===== src/hdl/rename_pkg.sv =====
`default_nettype none

package rename_pkg;

    //////////////////////////////
    // Sizes
    //////////////////////////////

    localparam int NUM_ISA_REGS = 32;     // Architectural registers per file
    localparam int PHYS_REG_W   = 6;      // 64 physical registers per file
    localparam int CKPT_W       = 3;      // Label space for up to 8 checkpoints
    localparam int AREG_W       = 5;      // log2 of NUM_ISA_REGS

    //////////////////////////////
    // Register and label types
    //////////////////////////////

    typedef logic [PHYS_REG_W-1:0] phreg_t;           // Integer physical register
    typedef logic [PHYS_REG_W-1:0] phfreg_t;          // FP physical register
    typedef logic [AREG_W-1:0]     areg_t;            // Architectural register
    typedef logic [CKPT_W-1:0]     checkpoint_ptr_t;  // Checkpoint label

    // One instruction entering rename
    typedef struct packed {
        areg_t src1;
        areg_t src2;
        logic  src1_fp;           // Source 1 lives in the FP file
        logic  src2_fp;
        areg_t dst;
        logic  dst_we;            // Instruction writes a destination
        logic  dst_fp;            // Destination file select
        logic  do_checkpoint;     // Branch, take a checkpoint after renaming
    } rename_req_t;

    // Renamed instruction
    typedef struct packed {
        logic [PHYS_REG_W-1:0] psrc1;
        logic [PHYS_REG_W-1:0] psrc2;
        logic [PHYS_REG_W-1:0] pdst;       // Newly allocated register
        logic [PHYS_REG_W-1:0] old_pdst;   // Previous mapping, freed at commit
        logic                  dst_valid;
        checkpoint_ptr_t       checkpoint; // Label to recover for this branch
    } rename_rsp_t;

    // One retiring instruction
    typedef struct packed {
        logic                  valid;
        logic                  fp;
        areg_t                 dst;
        logic [PHYS_REG_W-1:0] pdst;       // Becomes the committed mapping
        logic [PHYS_REG_W-1:0] old_pdst;   // Goes back to the free list
    } commit_t;

endpackage

`default_nettype wire


===== src/hdl/rename_table.sv =====
`timescale 1ns/100ps
`default_nettype none

module rename_table #(
    parameter int  NUM_CHECKPOINTS = 4,
    parameter type reg_t           = rename_pkg::phreg_t
) (
    input  wire logic                        clk_i,
    input  wire logic                        rstn_i,
    input  wire rename_pkg::areg_t           src1_i,
    input  wire rename_pkg::areg_t           src2_i,
    input  wire rename_pkg::areg_t           dst_i,
    input  wire logic                        dst_we_i,          // Install new_pdst_i for dst_i
    input  wire reg_t                        new_pdst_i,        // From the free list
    input  wire logic                        do_checkpoint_i,   // Already gated for room
    input  wire logic                        do_recover_i,
    input  wire rename_pkg::checkpoint_ptr_t recover_checkpoint_i,
    input  wire logic                        commit_roll_back_i,
    input  wire logic [1:0]                  commit_we_i,
    input  wire rename_pkg::areg_t [1:0]     commit_dst_i,
    input  wire reg_t [1:0]                  commit_pdst_i,
    output reg_t                             psrc1_o,
    output reg_t                             psrc2_o,
    output reg_t                             old_pdst_o
);

    localparam int NUM_REGS = rename_pkg::NUM_ISA_REGS;
    localparam int VER_W    = $clog2(NUM_CHECKPOINTS);

    reg_t             map_q    [NUM_CHECKPOINTS][NUM_REGS];  // Speculative map per version
    reg_t             commit_q [NUM_REGS];                   // Architectural state
    logic [VER_W-1:0] version_q;
    logic [VER_W-1:0] version_nxt;

    assign version_nxt = version_q + 1'b1;

    //////////////////////////////
    // Lookups
    //////////////////////////////

    // Sources see the map before this instruction's own write
    assign psrc1_o    = map_q[version_q][src1_i];
    assign psrc2_o    = map_q[version_q][src2_i];
    assign old_pdst_o = map_q[version_q][dst_i];

    //////////////////////////////
    // Map update
    //////////////////////////////

    always_ff @(posedge clk_i or negedge rstn_i) begin
        if (!rstn_i) begin
            version_q <= '0;
            for (int r = 0; r < NUM_REGS; r++) begin
                commit_q[r] <= reg_t'(r);            // Identity mapping
                for (int c = 0; c < NUM_CHECKPOINTS; c++) begin
                    map_q[c][r] <= reg_t'(r);
                end
            end
        end else begin
            // Retire in order, slot 1 is younger and wins
            if (!commit_roll_back_i) begin
                for (int k = 0; k < 2; k++) begin
                    if (commit_we_i[k]) commit_q[commit_dst_i[k]] <= commit_pdst_i[k];
                end
            end

            if (commit_roll_back_i) begin
                version_q <= '0;
                for (int r = 0; r < NUM_REGS; r++) begin
                    map_q[0][r] <= commit_q[r];
                end
            end else if (do_recover_i) begin
                version_q <= recover_checkpoint_i[VER_W-1:0];  // Copy is already intact
            end else begin
                if (dst_we_i) map_q[version_q][dst_i] <= new_pdst_i;
                if (do_checkpoint_i) begin
                    // Next slot gets the map including this rename
                    version_q <= version_nxt;
                    for (int r = 0; r < NUM_REGS; r++) begin
                        if (dst_we_i && (dst_i == rename_pkg::areg_t'(r))) begin
                            map_q[version_nxt][r] <= new_pdst_i;
                        end else begin
                            map_q[version_nxt][r] <= map_q[version_q][r];
                        end
                    end
                end
            end
        end
    end

endmodule

`default_nettype wire


===== config.mk =====
export PLATFORM = sky130hd
export DESIGN_NAME = rename_table
export DESIGN_NICKNAME = d
export VERILOG_FILES = /design/src/hdl/rename_pkg.sv /design/src/hdl/rename_table.sv
export SDC_FILE = /design/constraint.sdc
export NUM_CORES = 2
export LEC_CHECK = 0
export BUFFER_PORTS_ARGS = -buffer_cell sky130_fd_sc_hd__buf_2
export CAP_MARGIN = 20
export CORE_MARGIN = 4
export CORE_UTILIZATION = 40
export CTS_BUF_LIST = sky130_fd_sc_hd__clkbuf_4
export DETAILED_ROUTE_END_ITERATION = 7
export PLACE_DENSITY_LB_ADDON = 0.1
export SLEW_MARGIN = 15
export SYNTH_ARGS = -nofsm -noshare
export SYNTH_HDL_FRONTEND = slang
export SYNTH_SLANG_ARGS = --single-unit

===== constraint.sdc =====
create_clock -name clk_i -period 3.7 [get_ports clk_i]
set_clock_uncertainty 0.1 [all_clocks]
set_input_delay 0.37 -clock clk_i [delete_from_list [all_inputs] [get_ports clk_i]]
set_output_delay 0.37 -clock clk_i [all_outputs]
set_load 0.005 [all_outputs]

==> results.md <==
- Number of DRC markers in iteration 0: about 7400
- Largest net degree at the start of global routing: 196
- Crit path capture type: primary output
- Storage cell area: 24600 um^2
- Port buffer count: 70
- Clock slew seen by the registers of the worst setup and hold paths: 70 ps
- Final Max Slew Viols: 0
- Count of unique library cells instantiated by Yosys: 74
- Clk sink count: 962
- Launch instance of the worst min-delay path: new_pdst_i[1]
- Number of buffers added by the clock tree synthesis step: around 300
- Detail Placement HPWL: 197 mm
- Power per cell area: 593 nW/um^2
- Critical register-to-register path endpoint: map_q[750]
- Wire length reported by the detailed router: 299 mm
- Die width: just under 400 um
- Clock period minus final worst setup slack: 4750 ps
- Sum of negative setup slack: -16530 ps
- Initial antenna violation count: 25
- Ys Warns: 0
- Placed instance area: between 60000 and 70000 um^2
- Max_slew headroom: 27.9%
- Residual antenna-violating net count after detailed routing: 0
- Number of flops mapped to enable cells by yosys: 0
- Proportion of synthesized flip-flops having asynchronous set or reset: 100%
- Via-per-instance ratio: 6.64
- Via count of the first global-routing pass: 56700
- Fraction of final layout cells with drive strength greater than 1: 27.6%
- Worst Slack Setup Final: -1050 ps
- Leakage Power: 0.0263 uW
- Number of DRC violations after detailed routing: 0
- Result of the run: finished, violations left
- Vertical extent of the die: 388 um
- Sequential cell area fraction in the yosys report: 42.6%
- Area of the multi-input gates: ~32000 um^2
- Class of the tightest hold or removal check: in2reg
- CTS tree: yes
- Most common library cell in the layout ignoring fill and taps: nand2_1
- Aggregate global routing overflow: 0
- First-pass GRT wire length: ~420 mm
- I/O pin count: 72
- Maximum capacitance violations: 0
- Final-stage net count: 6905
- Path depth of the worst reg2reg path: 13
- Total via count in the routed design: about 60000
- #FFs+latches synth: slightly below 1000
- Syn-to-layout area delta: 20.9%
- Number of buffers on the longest clock path: 4
- Core box area: 143000 um^2
- Number of fill cells in the layout: about 14000
- Row count: 139
- Total die area: around 150000 um^2
- Reg-to-reg slack, setup: 130 ps
- Non-Filler Cell Area, Final: 69700 um^2
- Wirelength per Cell: between 30 and 40 um
- CTS Root Buffer Type: clkbuf_4
- Critical Path Start Type: flip-flop
- Number of H-tree levels: 5
- Initial Utilization: a little over 40%
- Syn nets: 6405
- Cell depth of the worst min-delay path: 4
- Unrepaired setup endpoints after global routing: yes
- Fraction of the core area covered by cells at the end of the flow: roughly 49%
- Hold endpoint: map_q[391]
- Most frequent cells in the layout: 888 x nand2_1, 708 x nor2_1, 693 x a21oi_1, 578 x o21ai_0, 560 x dfrtp_1
- Portion of the clock cycle consumed by the worst path in the final layout: 128%
- Average footprint of a synthesized cell: 9.09 um^2
- Highest ir drop seen on vdd: 0.317 mV
- Latest clock arrival within the worst-skew pair: 1320 ps
- GRT Total Usage: 38.5%
- Required time of the worst setup path: ~3200 ps
- First-pass DRT Iterations: 6
- Count of endpoints failing setup in the final report: 18
- Ys flop type: dfrtp_1
- Final hold violation count: 0
- Crit Path Class: reg2out
- CP max FO: 16
- Slew at the pin closest to its max-slew limit: approximately 1100 ps
- Failing checks: setup timing
- Origin of the critical flop-to-flop path: version_q[0]
- Synthesized instance count: 6347
- CP Data Arrival Time: 4280 ps
- Gpl congestion: ~1.0
- Cell area after synthesis: 57700 um^2
- Achievable frequency: 0.211 GHz
[per-stage QoR]
stage               instances  power [uW]  worst slack, ps  hold WS, ps
floorplan                6347       23100              466        -25.6
global placement         8237       28500             -312          150
detailed placement       8237       28700             -280          148
CTS                      8935       40800            -1140         2.09
global route             8986       43200            -1130         64.2
finish                   8994       41300            -1050          146
[timing repair]
item,CTS,global route
gates resized for setup,171,64
pin swaps,32,24
hold buffers,100,0
hold endpoints to repair,1911,0
setup buffers,62,42
cloned,7,3
setup endpoints to repair,18,18
[how the worst max path moves through the flow]
stage               endpoint  slack, ps          from
4_1_cts        old_pdst_o[0]      -1140  version_q[0]
3_5_place_dp   old_pdst_o[3]       -280  version_q[0]
3_3_place_gp   old_pdst_o[4]       -310      dst_i[1]
2_1_floorplan     map_q[547]        470  version_q[1]
6_report       old_pdst_o[0]      -1050  version_q[1]
5_1_grt        old_pdst_o[1]      -1130  version_q[1]
[synthesized netlist by cell type (all sizes together) (5+ instances only)]
master	instances	share of area, %
a2111oi	5	0.076
a211oi	5	0.065
a21o	12	0.16
a21oi	714	6.2
a221oi	20	0.31
a22o	11	0.17
a22oi	179	2.3
a2bb2oi	104	1.6
a31oi	9	0.098
a32oi	23	0.35
and2	20	0.22
and3	10	0.11
and3b	6	0.091
buf	147	1.5
clkbuf	420	2.7
dfrtp	562	24
dfstp	400	18
inv	25	0.16
mux2	15	0.29
mux2i	148	2.6
mux4	229	9.0
nand2	890	5.8
nand2b	20	0.22
nand3	74	0.64
nand3b	5	0.065
nand4	8	0.087
nor2	720	4.7
nor2b	18	0.20
nor3	18	0.18
nor3b	11	0.14
nor4	5	0.054
o2111ai	6	0.091
o21ai	592	5.1
o22a	426	6.5
o22ai	423	4.6
o32ai	6	0.091
or2	6	0.065
[per-layer routing]
metal | share of wire [%] | GRT usage [%] | up-vias
met5 | 0.022 | 0 | -
met4 | 5.5 | 18.6 | 8
met3 | 12 | 12.0 | 872
met2 | 42 | 55.3 | 4011
met1 | 40 | 52.7 | 29800
li1 | - | - | 25000
[state kept, by name (all words and copies together), names as in the netlist]
| signal | flops |
|---|---|
| map_q | 768 |
| version_q | 2 |
| commit_q | 192 |
[logic make-up (layout without fill, tap and decap cells)]
group / Yosys count / count (layout) / synth area share [%]
AO/OA/AOI/OAI: 2565 / 2565 / 28.2
AND/OR/NAND/NOR: 1831 / 1831 / 12.9
flip-flops: 962 / 962 / 42.6
buffers and inverters: 592 / 1317 / 4.35
multiplexers: 392 / 392 / 11.9
adder cells (fa/ha/maj): 4 / 4 / 0.0868
XOR/XNOR: 1 / 1 / 0.0152
other: 0 / 19 / 0
[cell type report]
type | instances | share of cell area (%)
antenna | 19 | 0.0682
clock buffer | 479 | 5.16
clock inverter | 56 | 0.429
inverter | 25 | 0.140
multi-input combinational | 4793 | 45.2
sequential | 962 | 35.3
tap | 1903 | 3.42
timing repair buffer | 757 | 10.3
[worst max-delay path, cell delays in order, from the launching register on]
cell and delay (ps):
dfrtp_4 480, buf_12 210, buf_4 230, mux4_2 670, a22oi_1 330, o311ai_2 180
o41ai_2 510, a221oi_4 180, buf_6 160
[power by group]
| group | internal (uW) | total (uW) | leakage [uW] | switching, uW |
|---|---|---|---|---|
| Clock | 6050 | 11300 | 0.00235 | 5230 |
| Combinational | 5380 | 13500 | 0.0129 | 8170 |
| Sequential | 14600 | 16500 | 0.0110 | 1920 |
| Total | 26000 | 41300 | 0.0263 | 15300 |
Note: power is estimated with default switching activity, not from simulation.
