==> src/hdl/rename_pkg.sv <==
`default_nettype none

package rename_pkg;

    //////////////////////////////
    // Sizes
    //////////////////////////////

    localparam int NUM_ISA_REGS = 32;     // Architectural registers per file
    localparam int PHYS_REG_W   = 6;      // 64 physical registers per file
    localparam int CKPT_W       = 3;      // Label space for up to 8 checkpoints
    localparam int AREG_W       = 5;      // log2 of NUM_ISA_REGS

    //////////////////////////////
    // Register and label types
    //////////////////////////////

    typedef logic [PHYS_REG_W-1:0] phreg_t;           // Integer physical register
    typedef logic [PHYS_REG_W-1:0] phfreg_t;          // FP physical register
    typedef logic [AREG_W-1:0]     areg_t;            // Architectural register
    typedef logic [CKPT_W-1:0]     checkpoint_ptr_t;  // Checkpoint label

    // One instruction entering rename
    typedef struct packed {
        areg_t src1;
        areg_t src2;
        logic  src1_fp;           // Source 1 lives in the FP file
        logic  src2_fp;
        areg_t dst;
        logic  dst_we;            // Instruction writes a destination
        logic  dst_fp;            // Destination file select
        logic  do_checkpoint;     // Branch, take a checkpoint after renaming
    } rename_req_t;

    // Renamed instruction
    typedef struct packed {
        logic [PHYS_REG_W-1:0] psrc1;
        logic [PHYS_REG_W-1:0] psrc2;
        logic [PHYS_REG_W-1:0] pdst;       // Newly allocated register
        logic [PHYS_REG_W-1:0] old_pdst;   // Previous mapping, freed at commit
        logic                  dst_valid;
        checkpoint_ptr_t       checkpoint; // Label to recover for this branch
    } rename_rsp_t;

    // One retiring instruction
    typedef struct packed {
        logic                  valid;
        logic                  fp;
        areg_t                 dst;
        logic [PHYS_REG_W-1:0] pdst;       // Becomes the committed mapping
        logic [PHYS_REG_W-1:0] old_pdst;   // Goes back to the free list
    } commit_t;

endpackage

`default_nettype wire

==> src/hdl/free_list.sv <==
`timescale 1ns/100ps
`default_nettype none

module free_list #(
    parameter int  NUM_CHECKPOINTS = 4,
    parameter type reg_t           = rename_pkg::phreg_t
) (
    input  wire logic                        clk_i,
    input  wire logic                        rstn_i,
    input  wire logic                        read_head_i,          // Allocate one register
    input  wire logic [1:0]                  add_free_register_i,  // Per commit slot
    input  wire reg_t [1:0]                  free_register_i,
    input  wire logic                        do_checkpoint_i,
    input  wire logic                        do_recover_i,
    input  wire logic                        delete_checkpoint_i,  // Oldest one retires
    input  wire rename_pkg::checkpoint_ptr_t recover_checkpoint_i,
    input  wire logic                        commit_roll_back_i,
    output reg_t                             new_register_o,
    output rename_pkg::checkpoint_ptr_t      checkpoint_o,
    output logic                             out_of_checkpoints_o,
    output logic                             empty_o
);

    localparam int NUM_ENTRIES = rename_pkg::NUM_ISA_REGS;  // Spare registers per file
    localparam int PTR_W       = $clog2(NUM_ENTRIES);
    localparam int VER_W       = $clog2(NUM_CHECKPOINTS);

    reg_t             buffer_q   [NUM_ENTRIES];       // Circular buffer of free registers
    logic [PTR_W-1:0] head_q     [NUM_CHECKPOINTS];   // One head per version
    logic [PTR_W:0]   num_regs_q [NUM_CHECKPOINTS];   // Free count, one bit wider
    logic [PTR_W-1:0] tail_q;                         // Shared by every version
    logic [VER_W-1:0] version_q;                      // Live version
    logic [VER_W-1:0] version_tail_q;                 // Oldest live checkpoint
    logic [VER_W:0]   num_ckpt_q;

    logic             we0;
    logic             we1;
    logic             read_en;
    logic             ckpt_en;
    logic [1:0]       num_frees;
    logic [PTR_W:0]   cur_regs;
    logic [PTR_W:0]   cur_regs_nxt;
    logic [PTR_W-1:0] cur_head_nxt;
    logic [VER_W-1:0] version_nxt;
    logic [VER_W-1:0] version_tail_nxt;
    logic [VER_W-1:0] recover_ver;

    //////////////////////////////
    // Strobes
    //////////////////////////////

    assign we0       = add_free_register_i[0] & ~commit_roll_back_i;  // Frees dropped on flush
    assign we1       = add_free_register_i[1] & ~commit_roll_back_i;
    assign num_frees = {1'b0, we0} + {1'b0, we1};
    assign cur_regs  = num_regs_q[version_q];

    // Allocation needs a stored register or a same-cycle free
    assign read_en = read_head_i & ((cur_regs != '0) | we0 | we1)
                   & ~do_recover_i & ~commit_roll_back_i;

    // One copy stays spare for the live version
    assign ckpt_en = do_checkpoint_i & (num_ckpt_q < (VER_W+1)'(NUM_CHECKPOINTS - 1))
                   & ~do_recover_i & ~commit_roll_back_i;

    assign cur_regs_nxt     = cur_regs + (PTR_W+1)'(num_frees) - (PTR_W+1)'(read_en);
    assign cur_head_nxt     = head_q[version_q] + PTR_W'(read_en);
    assign version_nxt      = version_q + 1'b1;                 // Wraps over the copies
    assign version_tail_nxt = version_tail_q + VER_W'(delete_checkpoint_i);
    assign recover_ver      = recover_checkpoint_i[VER_W-1:0];

    //////////////////////////////
    // State update
    //////////////////////////////

    always_ff @(posedge clk_i or negedge rstn_i) begin
        if (!rstn_i) begin
            version_q      <= '0;
            version_tail_q <= '0;
            num_ckpt_q     <= '0;
            tail_q         <= '0;              // Full buffer, tail meets head
            checkpoint_o   <= '0;
            for (int c = 0; c < NUM_CHECKPOINTS; c++) begin
                head_q[c]     <= '0;
                num_regs_q[c] <= (PTR_W+1)'(NUM_ENTRIES);
            end
            for (int i = 0; i < NUM_ENTRIES; i++) begin
                buffer_q[i] <= reg_t'(i + NUM_ENTRIES);  // Spares 32 to 63
            end
        end else if (commit_roll_back_i) begin
            // Every non-committed register is free again
            version_q      <= '0;
            version_tail_q <= '0;
            num_ckpt_q     <= '0;
            head_q[0]      <= tail_q;
            num_regs_q[0]  <= (PTR_W+1)'(NUM_ENTRIES);
            checkpoint_o   <= '0;
        end else begin
            version_tail_q <= version_tail_nxt;
            checkpoint_o   <= rename_pkg::checkpoint_ptr_t'(version_q);  // Label before the edge

            if (we0) buffer_q[tail_q] <= free_register_i[0];
            if (we1) buffer_q[tail_q + PTR_W'(we0)] <= free_register_i[1];  // Packs behind slot 0
            tail_q <= tail_q + PTR_W'(num_frees);

            // A freed register is free in every version
            for (int c = 0; c < NUM_CHECKPOINTS; c++) begin
                num_regs_q[c] <= num_regs_q[c] + (PTR_W+1)'(num_frees);
            end

            if (do_recover_i) begin
                version_q  <= recover_ver;
                num_ckpt_q <= {1'b0, recover_ver - version_tail_nxt};  // Distance from oldest
            end else begin
                num_ckpt_q <= num_ckpt_q + (VER_W+1)'(ckpt_en)
                            - (VER_W+1)'(delete_checkpoint_i);
                head_q[version_q]     <= cur_head_nxt;   // Only the live version allocates
                num_regs_q[version_q] <= cur_regs_nxt;
                if (ckpt_en) begin
                    version_q               <= version_nxt;
                    head_q[version_nxt]     <= cur_head_nxt;  // Copy after this allocation
                    num_regs_q[version_nxt] <= cur_regs_nxt;
                end
            end
        end
    end

    //////////////////////////////
    // Outputs
    //////////////////////////////

    always_comb begin
        if (!read_en) begin
            new_register_o = '0;
        end else if ((cur_regs == '0) && we0) begin
            new_register_o = free_register_i[0];      // Bypass when empty
        end else if ((cur_regs == '0) && we1) begin
            new_register_o = free_register_i[1];
        end else begin
            new_register_o = buffer_q[head_q[version_q]];
        end
    end

    assign empty_o              = (cur_regs == '0) & ~we0 & ~we1;
    assign out_of_checkpoints_o = (num_ckpt_q == (VER_W+1)'(NUM_CHECKPOINTS - 1));

endmodule

`default_nettype wire

==> config.mk <==
export PLATFORM = sky130hd
export DESIGN_NAME = free_list
export DESIGN_NICKNAME = d
export VERILOG_FILES = /design/src/hdl/rename_pkg.sv /design/src/hdl/free_list.sv
export SDC_FILE = /design/constraint.sdc
export NUM_CORES = 1
export LEC_CHECK = 0
export ABC_AREA = 1
export BUFFER_PORTS_ARGS = -buffer_cell sky130_fd_sc_hd__buf_2
export CORE_MARGIN = 10
export CORE_UTILIZATION = 30
export CTS_BUF_LIST = sky130_fd_sc_hd__clkbuf_4
export DETAILED_ROUTE_END_ITERATION = 16
export SLEW_MARGIN = 20
export SYNTH_ARGS = -nofsm -noshare
export SYNTH_HDL_FRONTEND = slang
export SYNTH_SLANG_ARGS = --single-unit
==> constraint.sdc <==
create_clock -name clk_i -period 6.4 [get_ports clk_i]
set_clock_uncertainty 0.05 [all_clocks]
set_input_delay 0.96 -clock clk_i [delete_from_list [all_inputs] [get_ports clk_i]]
set_output_delay 0.96 -clock clk_i [all_outputs]
set_load 0.02 [all_outputs]
==> results by stage <==
Worst setup path:
- Data on the critical path is required at its endpoint by 5390 ps.
- STA classifies the critical path startpoint as a flip-flop.
- The nature of the critical path endpoint is an output pin.
- STA puts the critical path data arrival time at 4660 ps.
- In this run the worst path has a maximum fanout of 27.
- The critical setup path kind is flip-flop to output pin.

Global route:
- For this run, global-route usage on met3 was measured as 3.18%.
- The initial antenna violation count is 1.
- Global routing consumed, on the met2 layer, 24.9% of the routing resources.
- Global routing finished with a remaining overflow of 0.
- The met1 capacity usage during global routing is 20.8%.
- Entering global routing, the biggest net connects 129 pins.
- The wire length of the first global-routing pass is 80,300 microns.
- The global routing's busiest layer is met2.
- The number of global-route vias before repair is 14,400.
- The global-route total usage across every layer is 15.8%.

Place:
- Timing analysis after detailed placement gives a worst setup slack of 1510 ps.
- Summing all placed instances gives a cell area of 0.0164 sq mm.
- Buffers placed on the I/O ports in this run total 32.
- Routability-driven placement finished with a final weighted congestion of 0.909.
- The estimated wirelength of the detail-placed design is 30,400 microns.
- The number of placed instances with taps included is 2,751.

CTS:
- The count of cells resized by post-cts repair is 0.
- The worst-skew pair later-pin latency is 780 ps.
- Hold repair after CTS inserted 0 buffers.
- CTS built an H-tree with a depth of 3.
- The largest buffer count on any clock path is 3.
- The number of buffers created by CTS is 76.
- The root buffer cell is clkbuf_4.
- For this design, the sink count on the clock tree is 250.
- The clock edge transition at the registers on the reported setup and hold paths is 70 ps.
- The post-CTS setup buffer count is 0.
- The TritonCTS clock tree is yes.

Pwr:
- Cell internal power was estimated by the tool at 4.32 mW.
- In this run switching power makes up 41.7% of total power.
- The switching component of the power is 3.09 mW.
- The combinational group share of total power is 41.2%.
- The leakage power total is 8.48 nW.
- Of the total power, registers draw 36.1%.
- The clock power share is 22.7%.
- Power spread over the standard cell area amounts to 426 mW/mm^2.
- The worst IR drop on VDD is 0.000215 V.

Yosys:
- The net count after synthesis is 2,235.
- Of all cell types, the one taking the most synthesized area is dfrtp_1.
- The average cell area after synthesis is 7.34 sq um.
- The synthesized design contains 0 enable-type register cells.
- The proportion of register bits with asynchronous set or reset after synthesis is 100%.
- Synthesis inferred 250 register bits.
- The predominant post-synthesis flop cell is dfrtp_1.
- The post-synthesis instance area is 0.0159 sq mm.
- The portion of the post-synthesis area used by sequential elements is 40.2%.
- The number of distinct library cell variants in the gate-level netlist after synthesis is 42.
- Ranked by total cell area, the synthesized netlist is headed by dfrtp_1, dfstp_2, nand2_1, o211ai_1, inv_1.
- The number of synthesis warnings is 0.
- The post-synthesis instance total is 2,170.
- The top cell type by area accounts for 21.1% of the synthesized area.

Floorplan:
- The initial cell density of the core is 30.3%.
- The floorplan die width is 250 microns.
- The vertical die dimension is 250 microns.
- The core region is 0.0526 sq mm.
- The floorplan step defined a die boundary enclosing 0.0627 sq mm.
- The count of standard-cell rows is 84.
- The top-level I/O count is 35.

Layout:
- Compared with the post-synthesis result, the final layout area differs by 9.41%.
- For this run, the number of standard cells in the final layout without fillers is 2,893.
- In the layout the commonest cells are nand2_1, inv_1, o211ai_1.
- Cells with a size suffix above 1 make up 14.7% of the layout.
- The library cell used most frequently in the layout, excluding fill and tap cells, is nand2_1.
- Fill cells in the final layout number 5,604.
- The final-stage net count is 2,206.
- With fillers left out, the area of the finished cells amounts to 0.0174 sq mm.
- The post-layout utilization of the core is 33.2%.

Detailed routing:
- The number of routed nets with antenna violations is 0.
- For this block, the initial DRC count from the detailed router was 1,537.
- In the final routed layout, each cell accounts on average for 17.5 microns.
- Summed over all layers, the routed wires come to 50,700 microns.
- The per-cell via count in the routed design is 5.17.
- The iteration count of the initial detailed-routing pass is 6.
- The total via count in the routed design is 15,000.
- For this run, design rule violations remaining after detail routing come to 0.

Job:
- The tool flagged a number of max-cap violations equal to 0.

STA:
- Derived from the worst setup path, the maximum achievable clock frequency is 176 MHz.
- The clock period could shrink to 5670 ps.
- The worst path uses 88.5% of the clock period.
- The smallest setup slack after layout is 734 ps.
- The number of max-slew violations in the final report is 0.
- The setup-violating endpoint count in the final report is 0.
- The number of hold violations in the final report was 0.
- Setup repair after global routing left no endpoint under its margin.
- The worst slew margin relative to its limit is 14.7%.
- For the pin with the worst max-slew slack, the measured transition is 1270 ps.
- Setup total negative slack on the finished layout was measured at 0 ps.

Run status:
- The run finished with clean final reports.

Hold path:
- The class of the most critical hold timing path is primary input to async pin.
==> area by class of cell <==
class	instances	area (sq um)	area share [%]
antenna	1	2.50	0.0144
clock inverter	16	92.6	0.531
clock buffer	125	938	5.39
inverter	315	1180	6.79
sequential	250	6400	36.7
tap	688	861	4.94
timing repair buffer	47	308	1.77
multi-input combinational	1451	7640	43.8
==> path summary, 6_finish.rpt <==
path | from | end | slack (ps) | depth (start not counted)
max reg2reg | version_q[0]$_DFFE_PN0P_ | num_regs_q[10]$_DFFE_PN0N_ | 1600 | 23
min in group clk_i | do_recover_i | num_ckpt_q[2]$_DFF_PN0_ | 430 | 2
min reg2reg | head_q[16]$_DFFE_PN0P_ | head_q[16]$_DFFE_PN0P_ | 440 | 2
min | rstn_i | buffer_q[126]$_DFFE_PN0N_ | 310 | 1
max in group asynchronous | rstn_i | buffer_q[172]$_DFFE_PN0N_ | 4750 | 2
max | version_q[0]$_DFFE_PN0P_ | new_register_o[2] | 730 | 14
==> power groups by stage <==
stage / Combinational, mW / Clock, mW / Sequential (mW)
2_1_floorplan: 2.30 / 0 / 2.58
3_3_place_gp: 2.94 / 0 / 2.67
3_5_place_dp: 3.01 / 0 / 2.69
4_1_cts: 3.03 / 1.72 / 2.67
5_1_grt: 3.47 / 1.81 / 2.75
6_report: 3.05 / 1.68 / 2.67
==> flip-flops by register name, summed over array words and instances (netlist names) <==
signal and count:
buffer_q 192, num_regs_q 24, head_q 20, tail_q 5, num_ckpt_q 3, checkpoint_o 2
version_q 2, version_tail_q 2
==> critical path: stages, from the launching register on <==
cell     delay (ps)
dfrtp_1         600
inv_2           490
nand2_1         120
nand3_1         120
nand2_2         460
nor2_4          830
nand3_1         160
nand2_1         100
nor2_1           90
nand2_1          80
nand2_1          80
nand2_1          70
nand3_1          80
a21oi_1         320
buf_2           240
==> metal layers <==
layer / vias to the layer above / share of wire, %
met1: 7178 / 43
met3: 117 / 8.2
met2: 591 / 45
li1: 7070 / -
met5: - / 0
met4: 0 / 3.3
==> logic make-up (layout without fill, tap and decap cells) <==
group | Yosys count | after routing | synth area share, %
AND/OR/NAND/NOR | 891 | 891 | 23.7
AO/OA/AOI/OAI | 490 | 490 | 19.0
buffers and inverters | 469 | 503 | 11.8
flip-flops | 250 | 250 | 40.2
adder cells (fa/ha/maj) | 41 | 41 | 3.55
XOR/XNOR | 28 | 28 | 1.63
other | 1 | 2 | 0.0235
==> synth_stat cells (all sizes together), types with 30 or more instances <==
cell type	number
nand2	585
dfrtp	134
nand3	136
clkbuf	87
dfstp	116
nor2	112
o211ai	195
nand3b	30
buf	67
o21ai	243
inv	315
ha	34
==> through the flow <==
step / total power, mW / hold WS (ps)
final: 7.41 / 308
after global routing: 8.03 / 338
after CTS: 7.42 / 284
after detailed placement: 5.70 / 426
after global placement: 5.61 / 418
after floorplan: 4.88 / 402
(Power assumes the default switching activity.)
